**src/logic/render_cfg.svh**
```systemverilog
// Build-wide drawing parameters.
// RENDER_SCALE multiplies the 160x90 scene by 1, 2, 4 or 8 within 16-bit coordinates.
`ifndef RENDER_CFG_SVH
`define RENDER_CFG_SVH

// coordinates are signed so that a vertex may sit off screen
`define RENDER_CORDW 16  // bits per coordinate

`define RENDER_CIDXW 2   // 4 colours

// 1 is 160x90, 2 is 320x180, 4 is 640x360, 8 is 1280x720
`define RENDER_SCALE 1

`endif

```
**src/logic/gfx_types_pkg.sv**
```systemverilog
// Pixel level types used by every drawing block.
// Widths come from render_cfg.svh.
`include "render_cfg.svh"
`default_nettype none

package gfx_types_pkg;

    // signed screen position, x or y
    typedef logic signed [`RENDER_CORDW-1:0] coord_t;

    // palette index, the palette itself lives downstream
    typedef logic [`RENDER_CIDXW-1:0] cidx_t;

endpackage

`default_nettype wire

```
**src/logic/scene_pkg.sv**
```systemverilog
// Fixed cube scene of six triangles in unscaled 160x90 coordinates.
// Colours alternate 1 and 2 so that neighbouring triangles differ.
`default_nettype none

package scene_pkg;
    import gfx_types_pkg::*;

    // one flat-shaded triangle
    typedef struct packed {
        coord_t x0;
        coord_t y0;
        coord_t x1;
        coord_t y1;
        coord_t x2;
        coord_t y2;
        cidx_t  cidx;
    } shape_t;

    localparam int SHAPE_CNT = 6;  // triangles in the scene

    typedef logic [$clog2(SHAPE_CNT)-1:0] shape_id_t;

    // drawn in this order, two triangles per visible face
    localparam shape_t CUBE_SHAPES [SHAPE_CNT] = '{
        '{x0:  65, y0: 30, x1: 115, y1: 30, x2: 115, y2: 80, cidx: 1},  // front, upper
        '{x0:  65, y0: 30, x1: 115, y1: 80, x2:  65, y2: 80, cidx: 2},  // front, lower
        '{x0:  65, y0: 30, x1:  45, y1: 60, x2:  65, y2: 80, cidx: 1},  // side, lower
        '{x0:  45, y0: 10, x1:  65, y1: 30, x2:  45, y2: 60, cidx: 2},  // side, upper
        '{x0:  45, y0: 10, x1:  95, y1: 10, x2:  65, y2: 30, cidx: 1},  // top, left
        '{x0:  95, y0: 10, x1:  65, y1: 30, x2: 115, y2: 30, cidx: 2}   // top, right
    };

endpackage

`default_nettype wire

```
**src/logic/draw_line.sv**
```systemverilog
// Bresenham line drawer for any octant, from (x0,y0) to (x1,y1) inclusive.
// Endpoints are sampled on start only. One pixel per cycle with oe high.
`timescale 1ns/100ps
`default_nettype none

module draw_line (
    input  wire logic clk,
    input  wire logic rst,
    input  wire logic start,
    input  wire logic oe,
    input  wire gfx_types_pkg::coord_t x0,
    input  wire gfx_types_pkg::coord_t y0,
    input  wire gfx_types_pkg::coord_t x1,
    input  wire gfx_types_pkg::coord_t y1,
    output gfx_types_pkg::coord_t x,
    output gfx_types_pkg::coord_t y,
    output logic drawing,
    output logic busy,
    output logic done
);
    import gfx_types_pkg::*;

    localparam int EW = $bits(coord_t) + 2;  // room for 2*err

    typedef enum logic [1:0] {IDLE, INIT, DRAW} state_t;
    state_t state;

    coord_t xe, ye;                    // end point
    logic right, down;                 // step directions
    logic signed [EW-1:0] dx, dy;      // dy is kept negative
    logic signed [EW-1:0] err, err2;
    logic signed [EW-1:0] ex, ey;
    logic movx, movy, last;

    always_comb begin
        err2 = err <<< 1;
        movx = (err2 >= dy);
        movy = (err2 <= dx);
        ex   = movx ? dy : '0;
        ey   = movy ? dx : '0;
        last = (x == xe) && (y == ye);
        drawing = (state == DRAW);
        busy    = (state != IDLE);
    end

    always_ff @(posedge clk) begin
        done <= 1'b0;
        case (state)
            INIT: begin
                err   <= dx + dy;  // initial error term
                state <= DRAW;
            end
            DRAW: if (oe) begin
                if (last) begin
                    done  <= 1'b1;
                    state <= IDLE;
                end else begin
                    if (movx) x <= right ? x + coord_t'(1) : x - coord_t'(1);
                    if (movy) y <= down ? y + coord_t'(1) : y - coord_t'(1);
                    err <= err + ex + ey;
                end
            end
            default: if (start) begin
                x     <= x0;
                y     <= y0;
                xe    <= x1;
                ye    <= y1;
                right <= (x1 > x0);
                down  <= (y1 > y0);
                dx    <= (x1 > x0) ? EW'(x1) - EW'(x0) : EW'(x0) - EW'(x1);
                dy    <= (y1 > y0) ? EW'(y0) - EW'(y1) : EW'(y1) - EW'(y0);
                state <= INIT;
            end
        endcase
        if (rst) begin
            state <= IDLE;
            done  <= 1'b0;
        end
    end

    // a stalled pixel stays put and stays valid
    assert property (@(posedge clk) disable iff (rst)
        drawing && !oe |=> drawing && $stable(x) && $stable(y));

endmodule

`default_nettype wire

```
**src/logic/draw_triangle_fill.sv**
```systemverilog
// Filled triangle by edge walking. Only the span drawer emits pixels.
// Vertices are sampled on start. Every row from the top vertex to the bottom one is drawn.
`timescale 1ns/100ps
`default_nettype none

module draw_triangle_fill (
    input  wire logic clk,
    input  wire logic rst,
    input  wire logic start,
    input  wire logic oe,
    input  wire gfx_types_pkg::coord_t x0,
    input  wire gfx_types_pkg::coord_t y0,
    input  wire gfx_types_pkg::coord_t x1,
    input  wire gfx_types_pkg::coord_t y1,
    input  wire gfx_types_pkg::coord_t x2,
    input  wire gfx_types_pkg::coord_t y2,
    output gfx_types_pkg::coord_t x,
    output gfx_types_pkg::coord_t y,
    output logic drawing,
    output logic busy,
    output logic done
);
    import gfx_types_pkg::*;

    typedef enum logic [3:0] {
        IDLE, SORT_0, SORT_1, SORT_2, EDGE_START, EDGE_WAIT, ROW_INIT,
        WALK_A, WALK_B, B_NEXT, B_WAIT, SPAN_START, SPAN_DRAW
    } state_t;
    state_t state;

    coord_t vx [3];          // sorted top to bottom after SORT_2
    coord_t vy [3];
    coord_t row, xmin, xmax;
    coord_t a_x, a_y, b_x, b_y;
    coord_t bx0, by0, bx1, by1;
    logic b_second;          // short edge is on its lower half
    logic a_fin;             // long edge has reached the bottom
    logic a_start, a_step, a_oe, a_drawing, a_busy, a_done;
    logic b_start, b_step, b_oe, b_drawing, b_busy, b_done;
    logic span_start, span_busy, span_done;

    always_comb begin
        a_step = (state == WALK_A) && a_drawing && (a_y == row);
        b_step = (state == WALK_B) && b_drawing && (b_y == row);
        a_oe   = a_step && oe;
        b_oe   = b_step && oe;
        a_start    = (state == EDGE_START) && !a_busy && !b_busy;
        b_start    = a_start || (state == B_NEXT);
        span_start = (state == SPAN_START) && !span_busy;
        bx0 = b_second ? vx[1] : vx[0];
        by0 = b_second ? vy[1] : vy[0];
        bx1 = b_second ? vx[2] : vx[1];
        by1 = b_second ? vy[2] : vy[1];
        busy = (state != IDLE);
    end

    always_ff @(posedge clk) begin
        done <= 1'b0;
        if (a_done) a_fin <= 1'b1;
        case (state)
            IDLE: if (start) begin
                vx[0]    <= x0;
                vy[0]    <= y0;
                vx[1]    <= x1;
                vy[1]    <= y1;
                vx[2]    <= x2;
                vy[2]    <= y2;
                b_second <= 1'b0;
                a_fin    <= 1'b0;
                state    <= SORT_0;
            end
            SORT_0, SORT_2: begin  // order the top pair
                if (vy[0] > vy[1]) begin
                    vx[0] <= vx[1];
                    vy[0] <= vy[1];
                    vx[1] <= vx[0];
                    vy[1] <= vy[0];
                end
                state <= (state == SORT_0) ? SORT_1 : EDGE_START;
            end
            SORT_1: begin  // order the bottom pair
                if (vy[1] > vy[2]) begin
                    vx[1] <= vx[2];
                    vy[1] <= vy[2];
                    vx[2] <= vx[1];
                    vy[2] <= vy[1];
                end
                state <= SORT_2;
            end
            EDGE_START: if (a_start) begin
                row   <= vy[0];
                state <= EDGE_WAIT;
            end
            EDGE_WAIT: if (a_drawing && b_drawing) state <= ROW_INIT;
            ROW_INIT: begin  // long edge always has a pixel on this row
                xmin  <= a_x;
                xmax  <= a_x;
                state <= WALK_A;
            end
            WALK_A: begin
                if (a_oe) begin
                    if (a_x < xmin) xmin <= a_x;
                    if (a_x > xmax) xmax <= a_x;
                end else if (!a_step) begin
                    state <= WALK_B;
                end
            end
            WALK_B: begin
                if (b_oe) begin
                    if (b_x < xmin) xmin <= b_x;
                    if (b_x > xmax) xmax <= b_x;
                end else if (!b_step) begin
                    if (b_done && !b_second) begin  // turn at the middle vertex
                        b_second <= 1'b1;
                        state    <= B_NEXT;
                    end else begin
                        state <= SPAN_START;
                    end
                end
            end
            B_NEXT: state <= B_WAIT;
            B_WAIT: if (b_drawing) state <= WALK_B;
            SPAN_START: if (span_start) state <= SPAN_DRAW;
            SPAN_DRAW: if (span_done) begin
                if (a_fin) begin  // bottom row finished
                    done  <= 1'b1;
                    state <= IDLE;
                end else begin
                    row   <= row + coord_t'(1);
                    state <= ROW_INIT;
                end
            end
            default: state <= IDLE;
        endcase
        if (rst) begin
            state    <= IDLE;
            done     <= 1'b0;
            b_second <= 1'b0;
            a_fin    <= 1'b0;
        end
    end

    draw_line edge_a_inst (  // long edge, top to bottom
        .clk, .rst, .start(a_start), .oe(a_oe),
        .x0(vx[0]), .y0(vy[0]), .x1(vx[2]), .y1(vy[2]),
        .x(a_x), .y(a_y), .drawing(a_drawing), .busy(a_busy), .done(a_done)
    );

    draw_line edge_b_inst (  // short edges via the middle vertex
        .clk, .rst, .start(b_start), .oe(b_oe),
        .x0(bx0), .y0(by0), .x1(bx1), .y1(by1),
        .x(b_x), .y(b_y), .drawing(b_drawing), .busy(b_busy), .done(b_done)
    );

    draw_line span_inst (
        .clk, .rst, .start(span_start), .oe,
        .x0(xmin), .y0(row), .x1(xmax), .y1(row),
        .x, .y, .drawing, .busy(span_busy), .done(span_done)
    );

    // the sequencer waits for completion before the next triangle
    assert property (@(posedge clk) disable iff (rst) start |-> !busy);

endmodule

`default_nettype wire

```
**src/logic/render_cube_fill.sv**
```systemverilog
// Scene sequencer. Draws CUBE_SHAPES in table order, scaled by RENDER_SCALE.
// done holds until reset, so a later start has no effect.
`timescale 1ns/100ps
`default_nettype none
`include "render_cfg.svh"

module render_cube_fill (
    input  wire logic clk,
    input  wire logic rst,
    input  wire logic start,
    input  wire logic oe,
    output gfx_types_pkg::coord_t x,
    output gfx_types_pkg::coord_t y,
    output gfx_types_pkg::cidx_t cidx,
    output logic drawing,
    output logic done
);
    import gfx_types_pkg::*;
    import scene_pkg::*;

    typedef enum logic [1:0] {IDLE, INIT, DRAW, DONE} state_t;
    state_t state;

    shape_id_t shape_id;
    shape_t shape;
    coord_t vx0, vy0, vx1, vy1, vx2, vy2;  // scaled vertices
    logic tri_start, tri_busy, tri_done;

    function automatic coord_t scale(input coord_t v);
        return coord_t'(v * `RENDER_SCALE);
    endfunction

    always_comb begin
        shape = CUBE_SHAPES[shape_id];
        done  = (state == DONE);
    end

    always_ff @(posedge clk) begin
        case (state)
            INIT: if (!tri_busy) begin
                vx0       <= scale(shape.x0);
                vy0       <= scale(shape.y0);
                vx1       <= scale(shape.x1);
                vy1       <= scale(shape.y1);
                vx2       <= scale(shape.x2);
                vy2       <= scale(shape.y2);
                cidx      <= shape.cidx;
                tri_start <= 1'b1;  // vertices are valid from the next cycle
                state     <= DRAW;
            end
            DRAW: begin
                tri_start <= 1'b0;
                if (tri_done) begin
                    if (int'(shape_id) == SHAPE_CNT - 1) begin
                        state <= DONE;
                    end else begin
                        shape_id <= shape_id + 1'b1;
                        state    <= INIT;
                    end
                end
            end
            DONE: state <= DONE;
            default: if (start) begin
                shape_id <= '0;
                state    <= INIT;
            end
        endcase
        if (rst) begin
            state     <= IDLE;
            shape_id  <= '0;
            tri_start <= 1'b0;
        end
    end

    draw_triangle_fill tri_fill_inst (
        .clk, .rst, .start(tri_start), .oe,
        .x0(vx0), .y0(vy0), .x1(vx1), .y1(vy1), .x2(vx2), .y2(vy2),
        .x, .y, .drawing, .busy(tri_busy), .done(tri_done)
    );

    // the table index never runs past the last shape
    assert property (@(posedge clk) disable iff (rst) int'(shape_id) < SHAPE_CNT);

endmodule

`default_nettype wire

```
**src/logic/cube_render_top.sv**
```systemverilog
// Cube renderer top level. Pixels leave under a valid/ready handshake.
// pix_ready is the drawers' output enable, so back-pressure stalls the drawing itself.
`timescale 1ns/100ps
`default_nettype none

module cube_render_top (
    input  wire logic clk,
    input  wire logic rst,
    input  wire logic start,     // begins the drawing
    input  wire logic pix_ready,
    output logic pix_valid,
    output gfx_types_pkg::coord_t pix_x,
    output gfx_types_pkg::coord_t pix_y,
    output gfx_types_pkg::cidx_t pix_cidx,
    output logic done            // high until reset
);

    render_cube_fill render_inst (
        .clk,
        .rst,
        .start,
        .oe(pix_ready),
        .x(pix_x),
        .y(pix_y),
        .cidx(pix_cidx),
        .drawing(pix_valid),  // the registered pixel is valid
        .done
    );

endmodule

`default_nettype wire

```
**config.mk**
```make
export PLATFORM = sky130hd
export DESIGN_NAME = cube_render_top
export DESIGN_NICKNAME = d
export VERILOG_FILES = /design/src/logic/gfx_types_pkg.sv /design/src/logic/scene_pkg.sv /design/src/logic/draw_line.sv /design/src/logic/draw_triangle_fill.sv /design/src/logic/render_cube_fill.sv /design/src/logic/cube_render_top.sv
export VERILOG_INCLUDE_DIRS = /design/src /design/src/logic
export SDC_FILE = /design/constraint.sdc
export NUM_CORES = 2
export LEC_CHECK = 0
export ABC_CLOCK_PERIOD_IN_PS = 4500
export BUFFER_PORTS_ARGS = -buffer_cell sky130_fd_sc_hd__buf_2
export CORE_UTILIZATION = 31
export DETAILED_ROUTE_END_ITERATION = 8
export SLEW_MARGIN = 25
export SYNTH_ARGS = -nofsm -noshare
export SYNTH_HDL_FRONTEND = slang
export SYNTH_SLANG_ARGS = --single-unit
```
**constraint.sdc**
```tcl
create_clock -name clk -period 4.5 [get_ports clk]
set_input_delay 0.225 -clock clk [delete_from_list [all_inputs] [get_ports clk]]
set_output_delay 0.225 -clock clk [all_outputs]
set_load 0.005 [all_outputs]
```
## Word-level counts from Yosys, hierarchy flattened

Memories as Yosys holds them, arrays and structs flattened. A register that Yosys moved wholly into a read port is not among the register bits.
Cells that the tools add are included.

| operators by class | value |
|---|---|
| add/subtract/negate cells | 34 |
| $lt $le $gt $ge | 18 |
| equal/unequal tests | 66 |
| muxes and demuxes | 139 |
| bitwise logic cells | 25 |
| reduce and logical (&&, ||, !) cells | 72 |

Operator list:

| kind | count |
|---|---|
| 16-bit 2-to-1 mux | 52 |
| 18-bit 2-to-1 mux | 17 |
| 16-bit one-hot mux with 2 select lines | 7 |
| 16-bit by 16-bit subtractor with 17-bit output | 11 |
| 18-bit adder | 9 |
| 16-bit > comparator | 10 |
| 16-bit == test | 8 |
| 16-bit by 2-bit adder with 16-bit output (second input constant) | 7 |
| 18-bit one-hot mux with 2 select lines | 3 |
| 16-bit one-hot mux with 3 select lines | 2 |
| 16-bit by 2-bit subtractor with 16-bit output (second input constant) | 6 |
| 18-bit >= comparator | 3 |
| 18-bit <= comparator | 3 |
| 4-bit one-hot mux with 12 select lines | 1 |
| 5-bit AND reduction | 9 |
| 4-bit 2-to-1 mux | 10 |
| 2-bit != test (second input constant) | 19 |
| 2-bit by 1-bit != test with 1-bit output (second input constant) | 17 |
| 16-bit < comparator | 2 |
| 2-bit 2-to-1 mux | 14 |
| 2-bit nonzero test | 13 |
| 1-bit 2-to-1 mux | 21 |
| 3-bit AND reduction | 7 |
| 4-bit == test (second input constant) | 5 |
| 26 further kinds | 98 |

| word-level totals | value |
|---|---|
| register bits | 430 |
| bits in writable memories | 96 |
| bits in read-only memories | 784 |
| input bits | 4 |
| memories kept | 3 |

Memory list:

| name | words | width | rd ports | clocked after Yosys merged registers in | write ports | RTL line | source |
|---|---|---|---|---|---|---|---|
| (no name shown) | 8 | 98 | 1 | 1 | 0 | render_cube_fill.sv:34 | `shape = CUBE_SHAPES[shape_id];` |
| render_inst.tri_fill_inst.vx | 3 | 16 | 3 | 0 | 3 | draw_triangle_fill.sv:31 | `coord_t vx [3];` |
| render_inst.tri_fill_inst.vy | 3 | 16 | 3 | 0 | 3 | draw_triangle_fill.sv:32 | `coord_t vy [3];` |

## Longest topological paths before layout

| logic depth | value |
|---|---|
| word-level depth | 7 |
| depth in mapped cells | 24 |

## By module

Synthesis repeated with hierarchy kept, for this count alone.

| unflattened totals | value |
|---|---|
| cells, all modules | 5103 |
| area total of the unflattened synthesis | 48033.6 um^2 |

By module, submodules not included:

| module | instances | cells each | area each (um^2) |
|---|---|---|---|
| draw_line at render_inst.tri_fill_inst.edge_a_inst | 1 | 1355 | 12245.5 |
| draw_line at render_inst.tri_fill_inst.edge_b_inst | 1 | 1337 | 12154.2 |
| draw_line at render_inst.tri_fill_inst.span_inst | 1 | 1329 | 11995.3 |
| draw_triangle_fill | 1 | 984 | 10416.2 |
| render_cube_fill | 1 | 98 | 1222.4 |

## Worst setup path after synthesis

No wires, ideal clock.

| timing | value |
|---|---|
| kind | reg-to-reg |
| start | register render_inst.tri_fill_inst.edge_b_inst.dy[16] |
| end | register render_inst.tri_fill_inst.edge_b_inst.err[16], data pin |
| library setup time | 0.269 ns |
| arrival | 4.612 ns |
| path slack | -0.381 ns |
| stages on the path, launching flop included | 22 |
| cells stage by stage | edfxtp_1 > inv_1 > ha_1 > nand2_1 > nor4_1 > a21o_1 > a31oi_1 > o22ai_1 > clkbuf_1 > nand2_1 > fa_1 > inv_1 > ha_1 > a211oi_1 > o21a_1 > o21ai_0 > a21oi_1 > o21bai_1 > a2111oi_0 > o31ai_1 > xnor2_1 > mux2i_1 |

| between the ends | value |
|---|---|
| longest elaborated chain between the ends | 7 |
| elaborated cells on any way between the ends | 8 |
| those cells by class | add/sub (3); order compare (1); mux (4) |

RTL lines:

| what | RTL line | source |
|---|---|---|
| start, declared | draw_line.sv:30 | `logic signed [EW-1:0] dx, dy;` |
| start signal, assigned | draw_line.sv:71 | `dy <= (y1 > y0) ? EW'(y0) - EW'(y1) : EW'(y1) - EW'(y0);` |
| 18-bit >= comparator | draw_line.sv:37 | `movx = (err2 >= dy);` |
| 18-bit 2-to-1 mux | draw_line.sv:39 | `ex = movx ? dy : '0;` |
| 18-bit adder (2 in a row) | draw_line.sv:60 | `err <= err + ex + ey;` |
| 18-bit 2-to-1 mux | draw_line.sv:54 | `if (last) begin` |
| 18-bit 2-to-1 mux | draw_line.sv:53 | `DRAW: if (oe) begin` |
| 18-bit one-hot mux with 2 select lines * | draw_line.sv:48 | `case (state)` |
| end signal, assigned | draw_line.sv:50 | `err <= dx + dy;` |
| end signal, assigned | draw_line.sv:60 |  |
| end, declared | draw_line.sv:31 | `logic signed [EW-1:0] err, err2;` |

Mark *: on every way between the ends. The rest lies on a longest branch, timed or not. The select of a mux whose other input is x is not followed.
A chain may end at the register's enable or synchronous reset.

## Final worst setup path

| timing | value |
|---|---|
| start | register render_inst.tri_fill_inst.span_inst.dx[15] |
| end | register render_inst.tri_fill_inst.span_inst.err[15], data pin |

| between the ends | value |
|---|---|
| longest elaborated chain between the ends | 6 |
| elaborated cells on any way between the ends | 7 |
| those cells by class | add/sub (2); order compare (1); mux (4) |

RTL lines:

| what | RTL line | source |
|---|---|---|
| start, declared | draw_line.sv:30 |  |
| start signal, assigned | draw_line.sv:70 | `dx <= (x1 > x0) ? EW'(x1) - EW'(x0) : EW'(x0) - EW'(x1);` |
| 18-bit <= comparator | draw_line.sv:38 | `movy = (err2 <= dx);` |
| 18-bit 2-to-1 mux | draw_line.sv:40 | `ey = movy ? dx : '0;` |
| 18-bit adder | draw_line.sv:60 |  |
| 18-bit 2-to-1 mux | draw_line.sv:54 |  |
| 18-bit 2-to-1 mux | draw_line.sv:53 |  |
| 18-bit one-hot mux with 2 select lines * | draw_line.sv:48 |  |
| end signal, assigned | draw_line.sv:50 |  |
| end signal, assigned | draw_line.sv:60 |  |
| end, declared | draw_line.sv:31 |  |

Marked as above.

==> results.toml <==
[run_status]
status = "finished with violations"
violations = "setup timing"

[worst_setup_path]
crit_path_end = "render_inst.tri_fill_inst.span_inst.err[15]"
ff2ff_setup_slack_ns = -0.09
slowest_stage = "fa_1"
crit_path_end_kind = "flip-flop"
crit_fanout = 4
r2r_start = "render_inst.tri_fill_inst.span_inst.dx[15]"
cpMostUsedCell = "o21ai_2"
critPathLaunch = "render_inst.tri_fill_inst.span_inst.dx[15]"
path_buf_inv = 3
r2r_cells = 21
crit_required_ns = 4.86
critPathKind = "reg2reg"
cp_cell_sequence = "inv_2 > ha_4 > a21o_1 > a2111oi_4 > o21ai_2 > a21oi_1 > a221o_1 > buf_6 > nand2_2 > fa_1 > buf_4 > fa_2 > nor2b_2 > o21ai_2 > a21boi_2 > o21ai_2 > a211oi_2 > nor3_2 > o41a_1 > xor2_1 > mux2i_1"
path_depth = 21
arrival_ns = 4.96
cpPeakStageDelay_ns = 0.45
cp-start-kind = "flip-flop"
rr_endpoint = "render_inst.tri_fill_inst.span_inst.err[15]"
critical_path.top_delay_family = "compound AO/OA/AOI/OAI gates"

[routing]
drcViolationCount = 0
wirelength_mm = 132
dr.pass1.iters = 6
antenna_left = 0
drt_iter0_markers = 2758
viasPerCell = 5.17
wl_per_cell_um = 19.6
vias = 34800

[timing]
fin_skew_ns = 0.0176
finalSetupTns_ns = -0.191
slew_violations = 0
final-hold-violation-count = 0
max_clock_freq_mhz = 218
max_slew_margin_pct = 31.8
period_needed_ns = 4.59
grt_setup_unrepaired = "yes"
holdWs_ns = 0.0619
finalCritPeriodShare_pct = 102
setup_viol = 4
tightest_slew_ns = 1.01
setup_ws_ns = -0.0905

[cts]
cts_root_buf = "clkbuf_16"
tritoncts = "done"
htree_levels = 3
cts.clk_slew.worst_paths_ns = 0.06
cts_made_buffers = 66
clk-insertion-delay-late_ns = 0.64
cts_sinks = 520
clockBufferDepth = 3

[power_and_ir_drop]
p_leak_nw = 21.4
ir_drop_mv = 0.323
p_switching_w = 0.0118
powerDensity_mw_per_mm2 = 544
p_clk_share_pct = 18.7
p_total_w = 0.0277
switching_share_pct = 42.8
pwr-share-seq_pct = 25.9
combPwrFrac_pct = 55.4
p_int_w = 0.0158

[synthesis]
syn_area_per_cell_um2 = 9.45
yosysWarnings = 0
synth_area_mm2 = 0.0425
synth_seq_cells = 520
seq_area_frac_synth_pct = 36.2
ys_types = 91
syn_inst = 4498
synth-async-reset-ratio_pct = 0
synth_edf_count = 498
synth_flop_cell = "edfxtp_1"

[floorplan]
fp.dieH_um = 372
die-area_mm2 = 0.139
io_pins = 40
rows = 135
coreArea_mm2 = 0.136
initial_utilization_pct = 31.3
dieWidth_um = 372

[place]
place_congestion = 0.923
dp_hpwl_mm = 105
postPlaceCellArea_mm2 = 0.0474
port_buffers = 39

[min_path]
min_path_type = "in2reg"
hp-start = "rst"

[final_layout]
fillers = 13500
post_route_cells_drive_above_1_share_pct = 16.1
synthToLayoutAreaGrowth_pct = 19.7
fin_util_pct = 37.5
nets = 5476
fin_area_mm2 = 0.0509
num_antenna_cells = 0

[global_routing]
gr-total-overflow = 0
grt_pass1_vias = 34100
grt_pass1_wl_mm = 200
antenna_found_initial = 0
grt_max_degree = 65
grt_use_total_pct = 18.7

[run]
drv_cap = 0
## worst min path at each step
stage | to | slack, ns | depth (start not counted)
after floorplan | render_inst.tri_fill_inst.edge_a_inst.done | 0.30 | 1
after global placement | render_inst.tri_fill_inst.a_fin | 0.46 | 2
after detailed placement | render_inst.tri_fill_inst.a_fin | 0.47 | 2
after CTS | render_inst.shape_id[2] | 0.02 | 2
after global routing | render_inst.tri_fill_inst.span_inst.state[1] | 0.07 | 2
final | render_inst.tri_fill_inst.span_inst.state[1] | 0.06 | 2
## placed cells by master, fill, tap and decap left out, drive strengths merged, types with 56 or more instances in the layout
master / n
a21o: 133
a21oi: 319
buf: 464
clkbuf: 89
edfxtp: 498
fa: 68
ha: 504
inv: 520
mux2i: 87
nand2: 374
nand3: 68
nand4: 73
nor2: 301
nor2b: 60
nor3: 87
o21a: 56
o21ai: 274
xnor2: 200
xor2: 150
## logic make-up (layout without fill, tap and decap cells)
family          count (synthesis)  in the layout  share of synthesized area (%)
simple gates                 1167           1167                           12.9
compound gates               1100           1100                           16.5
buf+inv                       664           1102                           6.05
fa+ha+maj                     572            572                           18.0
flops                         520            520                           36.2
xor+xnor                      350            350                           7.21
mux                           123            123                           3.04
other cells                     2             16                         0.0177
## final cells by class
type	count	area [µm²]	area share, %
multi-input combinational	3328	25700	50.5
sequential	520	15400	30.3
timing repair buffer	466	3540	6.95
tap	1781	2230	4.38
inverter	518	1940	3.82
clock buffer	89	1770	3.48
clock inverter	29	309	0.607
## power groups by stage
stage / clock [W] / sequential, W / combinational, W
5_1_grt: 0.00544 / 0.00722 / 0.0167
6_report: 0.00518 / 0.00718 / 0.0153
4_1_cts: 0.00529 / 0.00715 / 0.0149
3_3_place_gp: 0 / 0.00724 / 0.0146
3_5_place_dp: 0 / 0.00725 / 0.0146
2_1_floorplan: 0 / 0.00707 / 0.00928
## sequential cells by signal, indices dropped and copies added (netlist names), 17 cells and up
name,flops
render_inst.tri_fill_inst.vx,48
render_inst.tri_fill_inst.vy,48
render_inst.tri_fill_inst.edge_a_inst.dx,17
render_inst.tri_fill_inst.edge_a_inst.dy,17
render_inst.tri_fill_inst.edge_a_inst.err,17
render_inst.tri_fill_inst.edge_b_inst.dx,17
render_inst.tri_fill_inst.edge_b_inst.dy,17
render_inst.tri_fill_inst.edge_b_inst.err,17
render_inst.tri_fill_inst.span_inst.dx,17
render_inst.tri_fill_inst.span_inst.err,17
## synthesized netlist by cell type, drive strengths merged, types with 25 or more instances
cell type | n | share of area [%]
xnor2 | 200 | 4.1
mux2i | 87 | 2.1
nor2 | 301 | 2.7
nand3 | 68 | 0.80
o21a | 56 | 0.99
nor4 | 34 | 0.50
nand2 | 374 | 3.3
or3 | 28 | 0.41
and2 | 25 | 0.37
nor3 | 87 | 1.0
inv | 516 | 4.6
edfxtp | 498 | 35
nand4 | 73 | 1.1
xor2 | 150 | 3.1
buf | 51 | 0.64
a21oi | 319 | 3.8
mux2 | 36 | 0.98
ha | 504 | 15
a31oi | 36 | 0.53
o21ai | 274 | 3.2
a211oi | 35 | 0.63
and3 | 27 | 0.40
clkbuf | 95 | 0.84
nand2b | 46 | 0.68
fa | 68 | 3.2
a21o | 133 | 2.3
o21bai | 41 | 0.72
nor2b | 60 | 0.88
## through the flow
step,worst slack [ns],instances
floorplan,-0.0231,4512
global placement,-0.647,6559
detailed placement,-0.641,6559
CTS,-0.156,6710
global route,-0.319,6731
finish,-0.0905,6731
## layer usage
| layer | part of all wire, % | GRT usage (%) |
|---|---|---|
| met3 | 4.5 | 2.00 |
| met1 | 46 | 25.2 |
| met5 | 0 | 0 |
| met2 | 47 | 31.1 |
| met4 | 3.1 | 6.04 |
## repair_timing
action	in CTS	in global routing
gates cloned	0	0
pin swaps	77	63
buffers inserted	32	22
endpoints found under the hold margin	3	0
gates resized for setup	86	108
endpoints found under the setup margin	23	25
hold buffers	2	0
Power figures use the tool's default switching activity.
